--- config.mk ---
export PLATFORM = sky130hd
export DESIGN_NAME = wr_edge_top
export DESIGN_NICKNAME = d
export VERILOG_FILES = /design/src/wr_edge_pkg.sv /design/src/beat_store.sv /design/src/beat_tracker.sv /design/src/edge_ctrl.sv /design/src/slot_alloc.sv /design/src/wr_edge_top.sv
export SDC_FILE = /design/constraint.sdc
export NUM_CORES = 2
export LEC_CHECK = 0
export ABC_AREA = 1
export BUFFER_PORTS_ARGS = -buffer_cell sky130_fd_sc_hd__buf_2
export CAP_MARGIN = 20
export CORE_ASPECT_RATIO = 1.4
export CORE_MARGIN = 2
export CORE_UTILIZATION = 46
export CTS_BUF_LIST = sky130_fd_sc_hd__clkbuf_2
export CTS_CLUSTER_SIZE = 24
export DETAILED_ROUTE_END_ITERATION = 8
export SYNTH_ARGS = -nofsm -noshare
export SYNTH_HDL_FRONTEND = slang
export SYNTH_MEMORY_MAX_BITS = 65536
export SYNTH_SLANG_ARGS = --single-unit
--- constraint.sdc ---
create_clock -name clk -period 12.5 [get_ports clk]
set_clock_uncertainty 0.2 [all_clocks]
set_input_delay 3.125 -clock clk [delete_from_list [all_inputs] [get_ports clk]]
set_output_delay 3.125 -clock clk [all_outputs]
set_load 0.01 [all_outputs]
--- src/wr_edge_pkg.sv ---
// ==================================================
// Write request edge package
// Sizes, limits and shared types of the write edge
// ==================================================
`default_nettype none

package wr_edge_pkg;

    // ==================================================
    // Sizes and limits
    // ==================================================

    localparam int DATA_WIDTH = 64;
    localparam int ADDR_WIDTH = 32;
    localparam int N_SLOTS = 16;
    localparam int MAX_BEATS = 4;

    // Beats the requester may still send once almost_full is raised
    localparam int ALM_FULL_THRESHOLD = 2;

    // Keep room for the requester's late beats plus one whole packet, since
    // almost_full may rise while a packet is only partly sent
    localparam int MIN_FREE_SLOTS = ALM_FULL_THRESHOLD + MAX_BEATS + 1;

    localparam int SLOT_IDX_WIDTH = $clog2(N_SLOTS);
    localparam int BEAT_NUM_WIDTH = $clog2(MAX_BEATS);
    // The free count must be able to hold N_SLOTS itself
    localparam int COUNT_WIDTH = $clog2(N_SLOTS + 1);

    // ==================================================
    // Types
    // ==================================================

    typedef logic [DATA_WIDTH-1:0] t_line_data;
    typedef logic [ADDR_WIDTH-1:0] t_line_addr;
    typedef logic [SLOT_IDX_WIDTH-1:0] t_slot_idx;
    typedef logic [BEAT_NUM_WIDTH-1:0] t_beat_num;

    // The length code doubles as the alignment mask and as the last beat number
    typedef enum logic [1:0] {
        CL_LEN_1 = 2'd0,
        CL_LEN_2 = 2'd1,
        CL_LEN_4 = 2'd3
    } t_cl_len;

    typedef enum logic {
        OP_WRLINE = 1'b0,
        OP_FENCE  = 1'b1
    } t_wr_opcode;

    typedef enum logic {
        PKT_IDLE   = 1'b0,
        PKT_ACTIVE = 1'b1
    } t_pkt_state;

endpackage

`default_nettype wire

--- src/beat_store.sv ---
// ==================================================
// Beat store
// Write data memory indexed by slot and beat
// ==================================================
`default_nettype none
`timescale 1ns/100ps

module beat_store
    import wr_edge_pkg::*;
(
    input  wire logic       clk,
    input  wire logic       wr_en,
    input  wire t_slot_idx  wr_slot,
    input  wire t_beat_num  wr_beat,
    input  wire t_line_data wr_data,
    input  wire t_slot_idx  rd_slot,
    input  wire t_beat_num  rd_beat,
    output t_line_data      rd_data
);

    // One row per slot, one entry per beat of the largest packet
    t_line_data mem [N_SLOTS][MAX_BEATS];

    // Write port
    always_ff @(posedge clk)
    begin
        if (wr_en)
        begin
            mem[wr_slot][wr_beat] <= wr_data;
        end
    end

    // Read port with one cycle of latency
    // A read of the entry being written returns the old contents
    always_ff @(posedge clk)
    begin
        rd_data <= mem[rd_slot][rd_beat];
    end

endmodule

`default_nettype wire

--- src/beat_tracker.sv ---
// ==================================================
// Beat tracker
// Follows write packet framing and recovers the start header
// ==================================================
`default_nettype none
`timescale 1ns/100ps

module beat_tracker
    import wr_edge_pkg::*;
(
    input  wire logic       clk,
    input  wire logic       reset,
    input  wire logic       beat_valid,
    input  wire logic       beat_is_write,
    input  wire logic       in_sop,
    input  wire t_cl_len    in_cl_len,
    input  wire t_line_addr in_addr,
    output t_beat_num       beat_num,
    output logic            beat_eop,
    output t_cl_len         hdr_cl_len,
    output t_line_addr      hdr_addr
);

    t_pkt_state state;
    t_beat_num  next_beat;
    t_cl_len    sop_cl_len;
    t_line_addr sop_addr;
    logic       write_beat;
    logic       fresh_hdr;

    // Later beats of a write carry don't-care length and address, so those
    // come from the saved start beat. Start beats and fences use their own
    always_comb
    begin
        write_beat = beat_valid && beat_is_write;
        fresh_hdr = in_sop || !beat_is_write;
        if (fresh_hdr)
        begin
            beat_num = '0;
            hdr_cl_len = in_cl_len;
            hdr_addr = in_addr;
        end
        else
        begin
            beat_num = next_beat;
            hdr_cl_len = sop_cl_len;
            hdr_addr = sop_addr;
        end
        // The length code equals the number of the last beat
        beat_eop = write_beat && (beat_num == t_beat_num'(hdr_cl_len));
    end

    // Packet state and next expected beat number
    always_ff @(posedge clk)
    begin
        if (reset)
        begin
            state <= PKT_IDLE;
            next_beat <= '0;
        end
        else if (write_beat)
        begin
            if (beat_eop)
            begin
                state <= PKT_IDLE;
                next_beat <= '0;
            end
            else
            begin
                state <= PKT_ACTIVE;
                next_beat <= beat_num + 1'b1;
            end
        end
    end

    // Start-of-packet header, kept for the beats that follow
    always_ff @(posedge clk)
    begin
        if (write_beat && in_sop)
        begin
            sop_cl_len <= in_cl_len;
            sop_addr <= in_addr;
        end
    end

    // ==================================================
    // Packet framing checks
    // ==================================================

    // A new packet must not start while an earlier one is unfinished
    a_sop_when_idle: assert property (@(posedge clk) disable iff (reset)
        (write_beat && in_sop) |-> (state == PKT_IDLE))
        else $error("beat_tracker: start beat inside an open packet");

    // A continuation beat needs an open packet
    a_later_when_active: assert property (@(posedge clk) disable iff (reset)
        (write_beat && !in_sop) |-> (state == PKT_ACTIVE))
        else $error("beat_tracker: later beat without a start beat");

    // Multi-beat packets start at a naturally aligned line address
    a_sop_aligned: assert property (@(posedge clk) disable iff (reset)
        (write_beat && in_sop) |->
            ((in_addr[BEAT_NUM_WIDTH-1:0] & BEAT_NUM_WIDTH'(in_cl_len)) == '0))
        else $error("beat_tracker: unaligned start address 0x%h", in_addr);

endmodule

`default_nettype wire

--- src/edge_ctrl.sv ---
// ==================================================
// Edge control
// Beat classification, request forwarding and almost-full
// ==================================================
`default_nettype none
`timescale 1ns/100ps

module edge_ctrl
    import wr_edge_pkg::*;
(
    input  wire logic       clk,
    input  wire logic       reset,
    input  wire logic       in_valid,
    input  wire t_wr_opcode in_opcode,
    input  wire t_line_data in_data,
    input  wire logic       beat_eop,
    input  wire t_cl_len    hdr_cl_len,
    input  wire t_line_addr hdr_addr,
    input  wire t_slot_idx  alloc_slot,
    input  wire logic       not_free,
    input  wire logic       downstream_almost_full,
    output logic            beat_valid,
    output logic            beat_is_write,
    output logic            alloc,
    output logic            wr_en,
    output logic            out_valid,
    output t_wr_opcode      out_opcode,
    output t_cl_len         out_cl_len,
    output t_line_addr      out_addr,
    output t_slot_idx       out_slot,
    output logic            almost_full
);

    logic write_beat;
    logic fence_beat;

    // ==================================================
    // Beat classification
    // ==================================================

    always_comb
    begin
        beat_valid = in_valid;
        beat_is_write = (in_opcode == OP_WRLINE);
        write_beat = in_valid && beat_is_write;
        fence_beat = in_valid && (in_opcode == OP_FENCE);
        // Every write beat lands in the store at the head slot
        wr_en = write_beat;
        // The slot is taken only once the whole packet is stored
        alloc = write_beat && beat_eop;
    end

    // ==================================================
    // Forwarded request
    // ==================================================

    // One request per write packet, sent on the beat after its last beat,
    // and fences sent one beat later with their own header
    always_ff @(posedge clk)
    begin
        if (reset)
        begin
            out_valid <= 1'b0;
        end
        else
        begin
            out_valid <= alloc || fence_beat;
        end
    end

    // Request payload. The slot number stands in for the write data
    always_ff @(posedge clk)
    begin
        out_opcode <= in_opcode;
        out_cl_len <= hdr_cl_len;
        out_addr <= hdr_addr;
        out_slot <= alloc_slot;
    end

    // Almost-full toward the requester, one cycle behind its sources.
    // Held high in reset so nothing is sent before the edge is ready
    always_ff @(posedge clk)
    begin
        if (reset)
        begin
            almost_full <= 1'b1;
        end
        else
        begin
            almost_full <= downstream_almost_full || not_free;
        end
    end

    // Data written into the store must be defined, since downstream
    // only sees it later through the read port
    a_wr_data_known: assert property (@(posedge clk) disable iff (reset)
        write_beat |-> !$isunknown(in_data))
        else $error("edge_ctrl: write beat with unknown data");

endmodule

`default_nettype wire

--- src/slot_alloc.sv ---
// ==================================================
// Slot allocator
// Circular free list of data slots with a reserve
// ==================================================
`default_nettype none
`timescale 1ns/100ps

module slot_alloc
    import wr_edge_pkg::*;
(
    input  wire logic      clk,
    input  wire logic      reset,
    input  wire logic      alloc,
    output t_slot_idx      alloc_slot,
    output logic           not_free,
    input  wire logic      free_valid,
    input  wire t_slot_idx free_slot
);

    t_slot_idx free_list [N_SLOTS];
    // Head and tail wrap on their own because N_SLOTS is a power of two
    t_slot_idx head;
    t_slot_idx tail;
    logic [COUNT_WIDTH-1:0] free_count;
    logic [COUNT_WIDTH-1:0] next_count;

    // The next slot handed out is always the one at the head
    assign alloc_slot = free_list[head];

    always_comb
    begin
        next_count = free_count;
        if (alloc && !free_valid)
        begin
            next_count = free_count - 1'b1;
        end
        else if (free_valid && !alloc)
        begin
            next_count = free_count + 1'b1;
        end
    end

    // List contents. Reset loads every slot in ascending order
    always_ff @(posedge clk)
    begin
        if (reset)
        begin
            for (int i = 0; i < N_SLOTS; i++)
            begin
                free_list[i] <= t_slot_idx'(i);
            end
        end
        else if (free_valid)
        begin
            free_list[tail] <= free_slot;
        end
    end

    // Pointers, count and the reserve flag
    always_ff @(posedge clk)
    begin
        if (reset)
        begin
            head <= '0;
            tail <= '0;
            free_count <= COUNT_WIDTH'(N_SLOTS);
            not_free <= 1'b0;
        end
        else
        begin
            if (alloc)
            begin
                head <= head + 1'b1;
            end
            if (free_valid)
            begin
                tail <= tail + 1'b1;
            end
            free_count <= next_count;
            not_free <= (next_count < COUNT_WIDTH'(MIN_FREE_SLOTS));
        end
    end

    // The reserve must keep the requester from draining the list
    a_no_alloc_empty: assert property (@(posedge clk) disable iff (reset)
        alloc |-> (free_count != '0))
        else $error("slot_alloc: allocation from an empty free list");

    // Downstream may only return slots that were handed out
    a_no_free_full: assert property (@(posedge clk) disable iff (reset)
        free_valid |-> (free_count != COUNT_WIDTH'(N_SLOTS)))
        else $error("slot_alloc: slot %0d returned to a full list", free_slot);

endmodule

`default_nettype wire

--- src/wr_edge_top.sv ---
// ==================================================
// Write request edge
// Control plus tracker, slot allocator and data store
// ==================================================
`default_nettype none
`timescale 1ns/100ps

module wr_edge_top
    import wr_edge_pkg::*;
(
    input  wire logic       clk,
    input  wire logic       reset,
    // Request in
    input  wire logic       in_valid,
    input  wire t_wr_opcode in_opcode,
    input  wire logic       in_sop,
    input  wire t_cl_len    in_cl_len,
    input  wire t_line_addr in_addr,
    input  wire t_line_data in_data,
    output logic            almost_full,
    // Request out
    input  wire logic       downstream_almost_full,
    output logic            out_valid,
    output t_wr_opcode      out_opcode,
    output t_cl_len         out_cl_len,
    output t_line_addr      out_addr,
    output t_slot_idx       out_slot,
    // Read-back
    input  wire t_slot_idx  rd_slot,
    input  wire t_beat_num  rd_beat,
    output t_line_data      rd_data,
    // Slot return
    input  wire logic       free_valid,
    input  wire t_slot_idx  free_slot
);

    logic       beat_valid;
    logic       beat_is_write;
    logic       beat_eop;
    t_beat_num  beat_num;
    t_cl_len    hdr_cl_len;
    t_line_addr hdr_addr;
    logic       alloc;
    t_slot_idx  alloc_slot;
    logic       not_free;
    logic       wr_en;

    edge_ctrl u_ctrl (
        .clk                    (clk),
        .reset                  (reset),
        .in_valid               (in_valid),
        .in_opcode              (in_opcode),
        .in_data                (in_data),
        .beat_eop               (beat_eop),
        .hdr_cl_len             (hdr_cl_len),
        .hdr_addr               (hdr_addr),
        .alloc_slot             (alloc_slot),
        .not_free               (not_free),
        .downstream_almost_full (downstream_almost_full),
        .beat_valid             (beat_valid),
        .beat_is_write          (beat_is_write),
        .alloc                  (alloc),
        .wr_en                  (wr_en),
        .out_valid              (out_valid),
        .out_opcode             (out_opcode),
        .out_cl_len             (out_cl_len),
        .out_addr               (out_addr),
        .out_slot               (out_slot),
        .almost_full            (almost_full)
    );

    beat_tracker u_tracker (
        .clk           (clk),
        .reset         (reset),
        .beat_valid    (beat_valid),
        .beat_is_write (beat_is_write),
        .in_sop        (in_sop),
        .in_cl_len     (in_cl_len),
        .in_addr       (in_addr),
        .beat_num      (beat_num),
        .beat_eop      (beat_eop),
        .hdr_cl_len    (hdr_cl_len),
        .hdr_addr      (hdr_addr)
    );

    slot_alloc u_alloc (
        .clk        (clk),
        .reset      (reset),
        .alloc      (alloc),
        .alloc_slot (alloc_slot),
        .not_free   (not_free),
        .free_valid (free_valid),
        .free_slot  (free_slot)
    );

    // All beats of a packet go to the head slot, which is popped at the end
    beat_store u_store (
        .clk     (clk),
        .wr_en   (wr_en),
        .wr_slot (alloc_slot),
        .wr_beat (beat_num),
        .wr_data (in_data),
        .rd_slot (rd_slot),
        .rd_beat (rd_beat),
        .rd_data (rd_data)
    );

endmodule

`default_nettype wire
Yosys cells after proc, flatten, opt, wreduce, memory -nomap -nowiden
Memories as Yosys holds them, arrays and structs flattened. A register that Yosys moved wholly into a read port is not among the register bits.
Index checks and enable logic that the tools add are counted.
{ "classes": {"n_addsub": 5, "n_lt_le_gt_ge": 4, "n_eq_ne": 1, "n_mux": 23, "bitwise": 3, "reduce_logical": 14} }
{ "op_table": {"columns": ["op", "count"], "rows": [
  ["$mux W256", 1],
  ["$mux W64", 3],
  ["$bmux W64 S2", 1],
  ["$demux W64 S2", 1],
  ["$mux W32", 1],
  ["$mux W4", 4],
  ["$mux W5", 2],
  ["$add A4 B1 Y4 const B", 2],
  ["$logic_and A1 B1 Y1", 8],
  ["$mux W1", 7],
  ["$ge A3 B3 Y1 const B", 2],
  ["$mux W2", 3],
  ["$not A2 Y3", 2],
  ["$add A5 B1 Y5 const B", 1],
  ["$lt A5 B3 Y1 const B", 1],
  ["$sub A5 B1 Y5 const B", 1],
  ["$reduce_or A4 Y1", 1],
  ["$logic_or A1 B1 Y1", 3],
  ["$lt A3 B1 Y1 const B", 1],
  ["$add A2 B1 Y2 const B", 1],
  ["$eq A2 B2 Y1", 1],
  ["$logic_not A1 Y1", 2],
  ["$not A1 Y1", 1]
]} }
{ "totals": {"regBits": 155, "mem_bits_rw": 4160, "in_bits": 115, "output_inout_bits": 105, "wordCells": 66, "n_memories": 2} }
{ "mem_list": {"columns": ["memory", "words", "word_bits", "read_ports", "rd_ports_with_merged_regs", "write_ports", "line_no", "source"], "rows": [
  ["u_store.mem", 16, 256, 1, 0, 1, "beat_store.sv:22", "t_line_data mem [N_SLOTS][MAX_BEATS];"],
  ["u_alloc.free_list", 16, 4, 1, 1, 16, "slot_alloc.sv:20", "t_slot_idx free_list [N_SLOTS];"]
]} }

Logic depth before layout (Yosys ltp)
{ "logic_depth": {"depth_word": 10, "mapped_depth": 14, "mapped_depth_nobuf": 13} }

Hierarchy
Synthesis repeated with hierarchy kept, for this count alone.
{ "hier_totals": {"hier_cells": 14096, "area_unflattened_um2": 171713.4} }
{ "modules_own_cells": {"columns": ["module", "instances", "cells_each", "area_each_um2", "seq_area_each_um2"], "rows": [
  ["beat_store", 1, 13419, 165293.5, 124279.2],
  ["slot_alloc", 1, 445, 3900.0, 2282.2],
  ["beat_tracker", 1, 179, 1645.3, 1061.0],
  ["edge_ctrl", 1, 53, 874.6, 820.8]
]} }

Worst setup path before layout
No wires, ideal clock.
{ "synth_timing": {"kind": "input to register", "startpoint": "in in_opcode", "endpoint": "mem u_store.mem[10][0] in the netlist's numbering (enable)", "setup_ns": 0.486, "arrival_ns": 6.780, "required_time_ns": 11.814, "slack_ns": 5.034, "path_stages": 8, "cell_sequence": "nor2_1 buf_4 nand2_1 inv_1 ha_1 nand2_1 clkbuf_1 nor2_1"} }
{ "synth_between": {"elab_chain_cells": 8, "elab_cells_between_ends": 12, "classes_between": "order compare: 2; mux: 5; bitwise: 2; reduce/logical: 3"} }
{ "synth_lines": {"columns": ["item", "line_no", "source"], "rows": [
  ["start: declaration", "wr_edge_top.sv:15", "input wire t_wr_opcode in_opcode,"],
  ["$logic_or A1 B1 Y1", "beat_tracker.sv:36", "fresh_hdr = in_sop || !beat_is_write;"],
  ["$mux W2", "beat_tracker.sv:37", "if (fresh_hdr)"],
  ["$not A2 Y3 (not written as such)", "beat_store.sv:29", "mem[wr_slot][wr_beat] <= wr_data;"],
  ["$ge A3 B3 Y1 (not written as such) or $lt A3 B1 Y1 (tied branches)", "beat_store.sv:29", null],
  ["$logic_and A1 B1 Y1 (not written as such)", "beat_store.sv:29", null],
  ["$mux W64 (not written as such)", "beat_store.sv:29", null],
  ["$demux W64 S2", "beat_store.sv:29", null],
  ["$mux W256 (not written as such) *", "beat_store.sv:29", null],
  ["end: declaration", "beat_store.sv:22", null]
]} }
Every way passes the cells marked *; elsewhere a longest branch is shown, timed or not.

Worst setup path in the final report
{ "layout_timing": {"startpoint": "reg u_store.rd_data[23]", "endpoint": "out rd_data[23]"} }
{ "layout_rtl": {"columns": ["item", "line_no", "source"], "rows": [
  ["start: declaration", "beat_store.sv:18", "output t_line_data rd_data"],
  ["start signal: assignment", "beat_store.sv:37", "rd_data <= mem[rd_slot][rd_beat];"],
  ["end: declaration", "wr_edge_top.sv:31", "output t_line_data rd_data,"]
]} }
No word-level cell between the ends.

==> impl_metrics.toml <==
[critical_path]
crit_path_end_kind = "output port"
start_kind = "flop"
cp_slowest_cell = "dfxtp_1"
cpLargestDelayFamily = "flip-flops"
critPathKind = "reg2out"
critPathMaxFanout = 2
cpPeakStageDelay_ns = 0.71
crit_arrival_ns = 3.11
worstPathRequired_ns = 9.17
critPathBufInv = 1
path_cells = "buf_2"

[timing]
finalHoldViolCount = 0
slew_viol_final = 0
tightest_slew_ns = 1.27
fmax_mhz = 155
rsz0062_at_grt = "false"
min_period_ns = 6.43
fin_tns_setup_ns = 0
setup_viol = 0
worst_slack_ns = 6.07
finalCritPeriodShare_pct = 51.5
relSlewSlack_pct = 15.2

[cells_and_area]
final_net_count = 13700
area_growth_pct = 9.06
layout_commonest_cell = "edfxtp_1"
final_area_sq_um = 184000
drive_gt1_share_pct = 14.5
layout_common_cells = "edfxtp_1 (4194), nor2_1 (2115), o21ai_0 (1947)"
final_cells = 19100

[routing]
post_drt_via_cell_ratio = 6.07
route.detailed.drc = 0
ant_nets = 0
wirelength_um = 547000
vias = 116000
dr.pass1.iters = 8
drt_iter0_markers = 15300
wl_per_cell_um = 28.6

[power_and_ir_drop]
ir_drop_mv = 0.0877
clkPwrFrac_pct = 33.6
leakage_uw = 0.0618
powerDensity_nw_per_um2 = 146
seqPwrFrac_pct = 59.9
switching_share_pct = 25.9
p_int_uw = 19800
switchingPower_uw = 6920
power.total_uw = 26700
p_comb_share_pct = 6.5

[yosys]
syn_area_sq_um = 168000
synth_cell_types = 33
yosysWarnings = 0
synth_fp_nets = 13200
ys_seq_area_share_pct = 76.3
synthesis.instances = 13100
synth.avg_cell_area_sq_um = 12.9
synth_seq_cells = 4319

[global_route]
grt_pass1_vias = 114000
grtUsageTotal_pct = 28.7
grt_antenna_before_repair = 34
grt-ovfl-total = 0
grt_max_degree = 328
grt_pass1_wl_um = 774000

[clock_tree]
htreeDepth = 6
cts_tree = "yes"
cts-root-buf = "clkbuf_2"
postCtsSetupRepairBufs = 0
clkSinkCount = 4319
hold_buffers = 0
clk_latency_ns = 2.23
cts_buffers = 963
cts_max_path_buffers = 4
clk_pin_slew_worst_paths_ns = 0.12
cts.repair.resized = 0

[flow_run]
maxCapViolations = 0

[die]
core_area_sq_um = 364000
ios = 220
die_x_um = 515
die-area_sq_um = 371000
rows = 262
start_util_pct = 46.3
die_h_um = 720

[worst_hold_path]
holdCritPathClass = "reg2reg"

[placed_design]
place_hpwl_um = 264000
port_buffers = 219
dp.cells = 17300
placed_area_sq_um = 174000
globalplace.congestion = 0.809
place_ws_ns = 5.04

[outcome]
run_status = "complete, no violations"
-- Yosys cell counts (all sizes together) --
library cell  count  area, sq um
edfxtp         4194       126000
nor2           2182         8190
o21ai          2071        10400
nand2          1571         5900
o22ai          1024         6410
nand3           811         4060
clkbuf          570         2140
buf             354         1930
dfxtp           125         2500
inv              92          350
a21oi            30          150
o211ai           16          120
ha               11          138
nor3              3         15.0
xor2              3         26.3
and2              2         12.5
o21a              2         15.0
a211oi            1         7.51
nand3b            1         7.51
nand4             1         6.26
nor4              1         6.26
o21bai            1         7.51
-- flip-flops by register name (all words and copies together) (netlist names), 5 cells and up, named ones only --
signal,cells
u_alloc.free_list,64
u_ctrl.out_addr,32
u_store.rd_data,64
u_tracker.sop_addr,32
u_alloc.free_count,5
u_store.mem,4096
-- area by class of cell --
class	instances	area (sq um)
repair buffers	482	3910
fillers	31700	180000
diodes	20	50.0
clock inverters	287	1600
clock buffers	1455	7280
inverters	92	404
flip-flops and latches	4319	128000
well taps	4752	5950
multi-input cells	7731	35900
-- metrics by stage --
step	utilization, %	hold WS (ns)
5_1_grt	50.4	0.175
3_5_place_dp	47.8	0.200
4_1_cts	50.2	0.140
3_3_place_gp	47.8	0.201
6_report	50.4	0.136
2_1_floorplan	-	0.185
-- tightest hold or removal path: stages, from the launching register on --
cell and delay (ns):
edfxtp_1 0.33, nand2_1 0.05, nand2_1 0.05
-- power by group through the flow --
| stage | registers (uW) | logic [uW] | clock network, uW |
|---|---|---|---|
| final | 16000 | 1750 | 8970 |
| after global routing | 16000 | 1890 | 9760 |
| after CTS | 16000 | 1700 | 9120 |
| after detailed placement | 16300 | 1690 | 0 |
| after global placement | 16300 | 1660 | 0 |
| after floorplan | 16300 | 952 | 0 |
-- cell families (layout without fill, tap and decap cells) --
family,count (synthesis),in the layout,share of synthesized area [%]
other,0,20,0
AO/OA/AOI/OAI,3145,3145,10.1
XOR/XNOR,3,3,0.0156
adder cells (fa/ha/maj),11,11,0.0818
AND/OR/NAND/NOR,4572,4572,10.8
buffers and inverters,1016,2316,2.63
flip-flops,4319,4319,76.3
-- metal layers --
layer  track usage [%]  up-vias  share of wire, %
met2              47.8     6829                48
met5                 0        -             0.028
li1                  -    49700                 -
met3              4.86     1343               9.8
met4              13.2       22               4.7
met1              36.7    58300                37
-- final timing paths --
| check | startpoint | end | slack [ns] | depth (start not counted) |
|---|---|---|---|---|
| worst max-delay path | u_store.rd_data[23] | rd_data[23] | 6.07 | 1 |
| worst min-delay path | u_tracker.sop_addr[20] | u_ctrl.out_addr[20] | 0.14 | 2 |
| worst max register to register | flop | u_store.mem[7][123] | 6.98 | 11 |
| worst min register to register | u_tracker.sop_addr[20] | u_ctrl.out_addr[20] | 0.14 | 2 |
No activity file was read; power rests on OpenSTA's default activity.
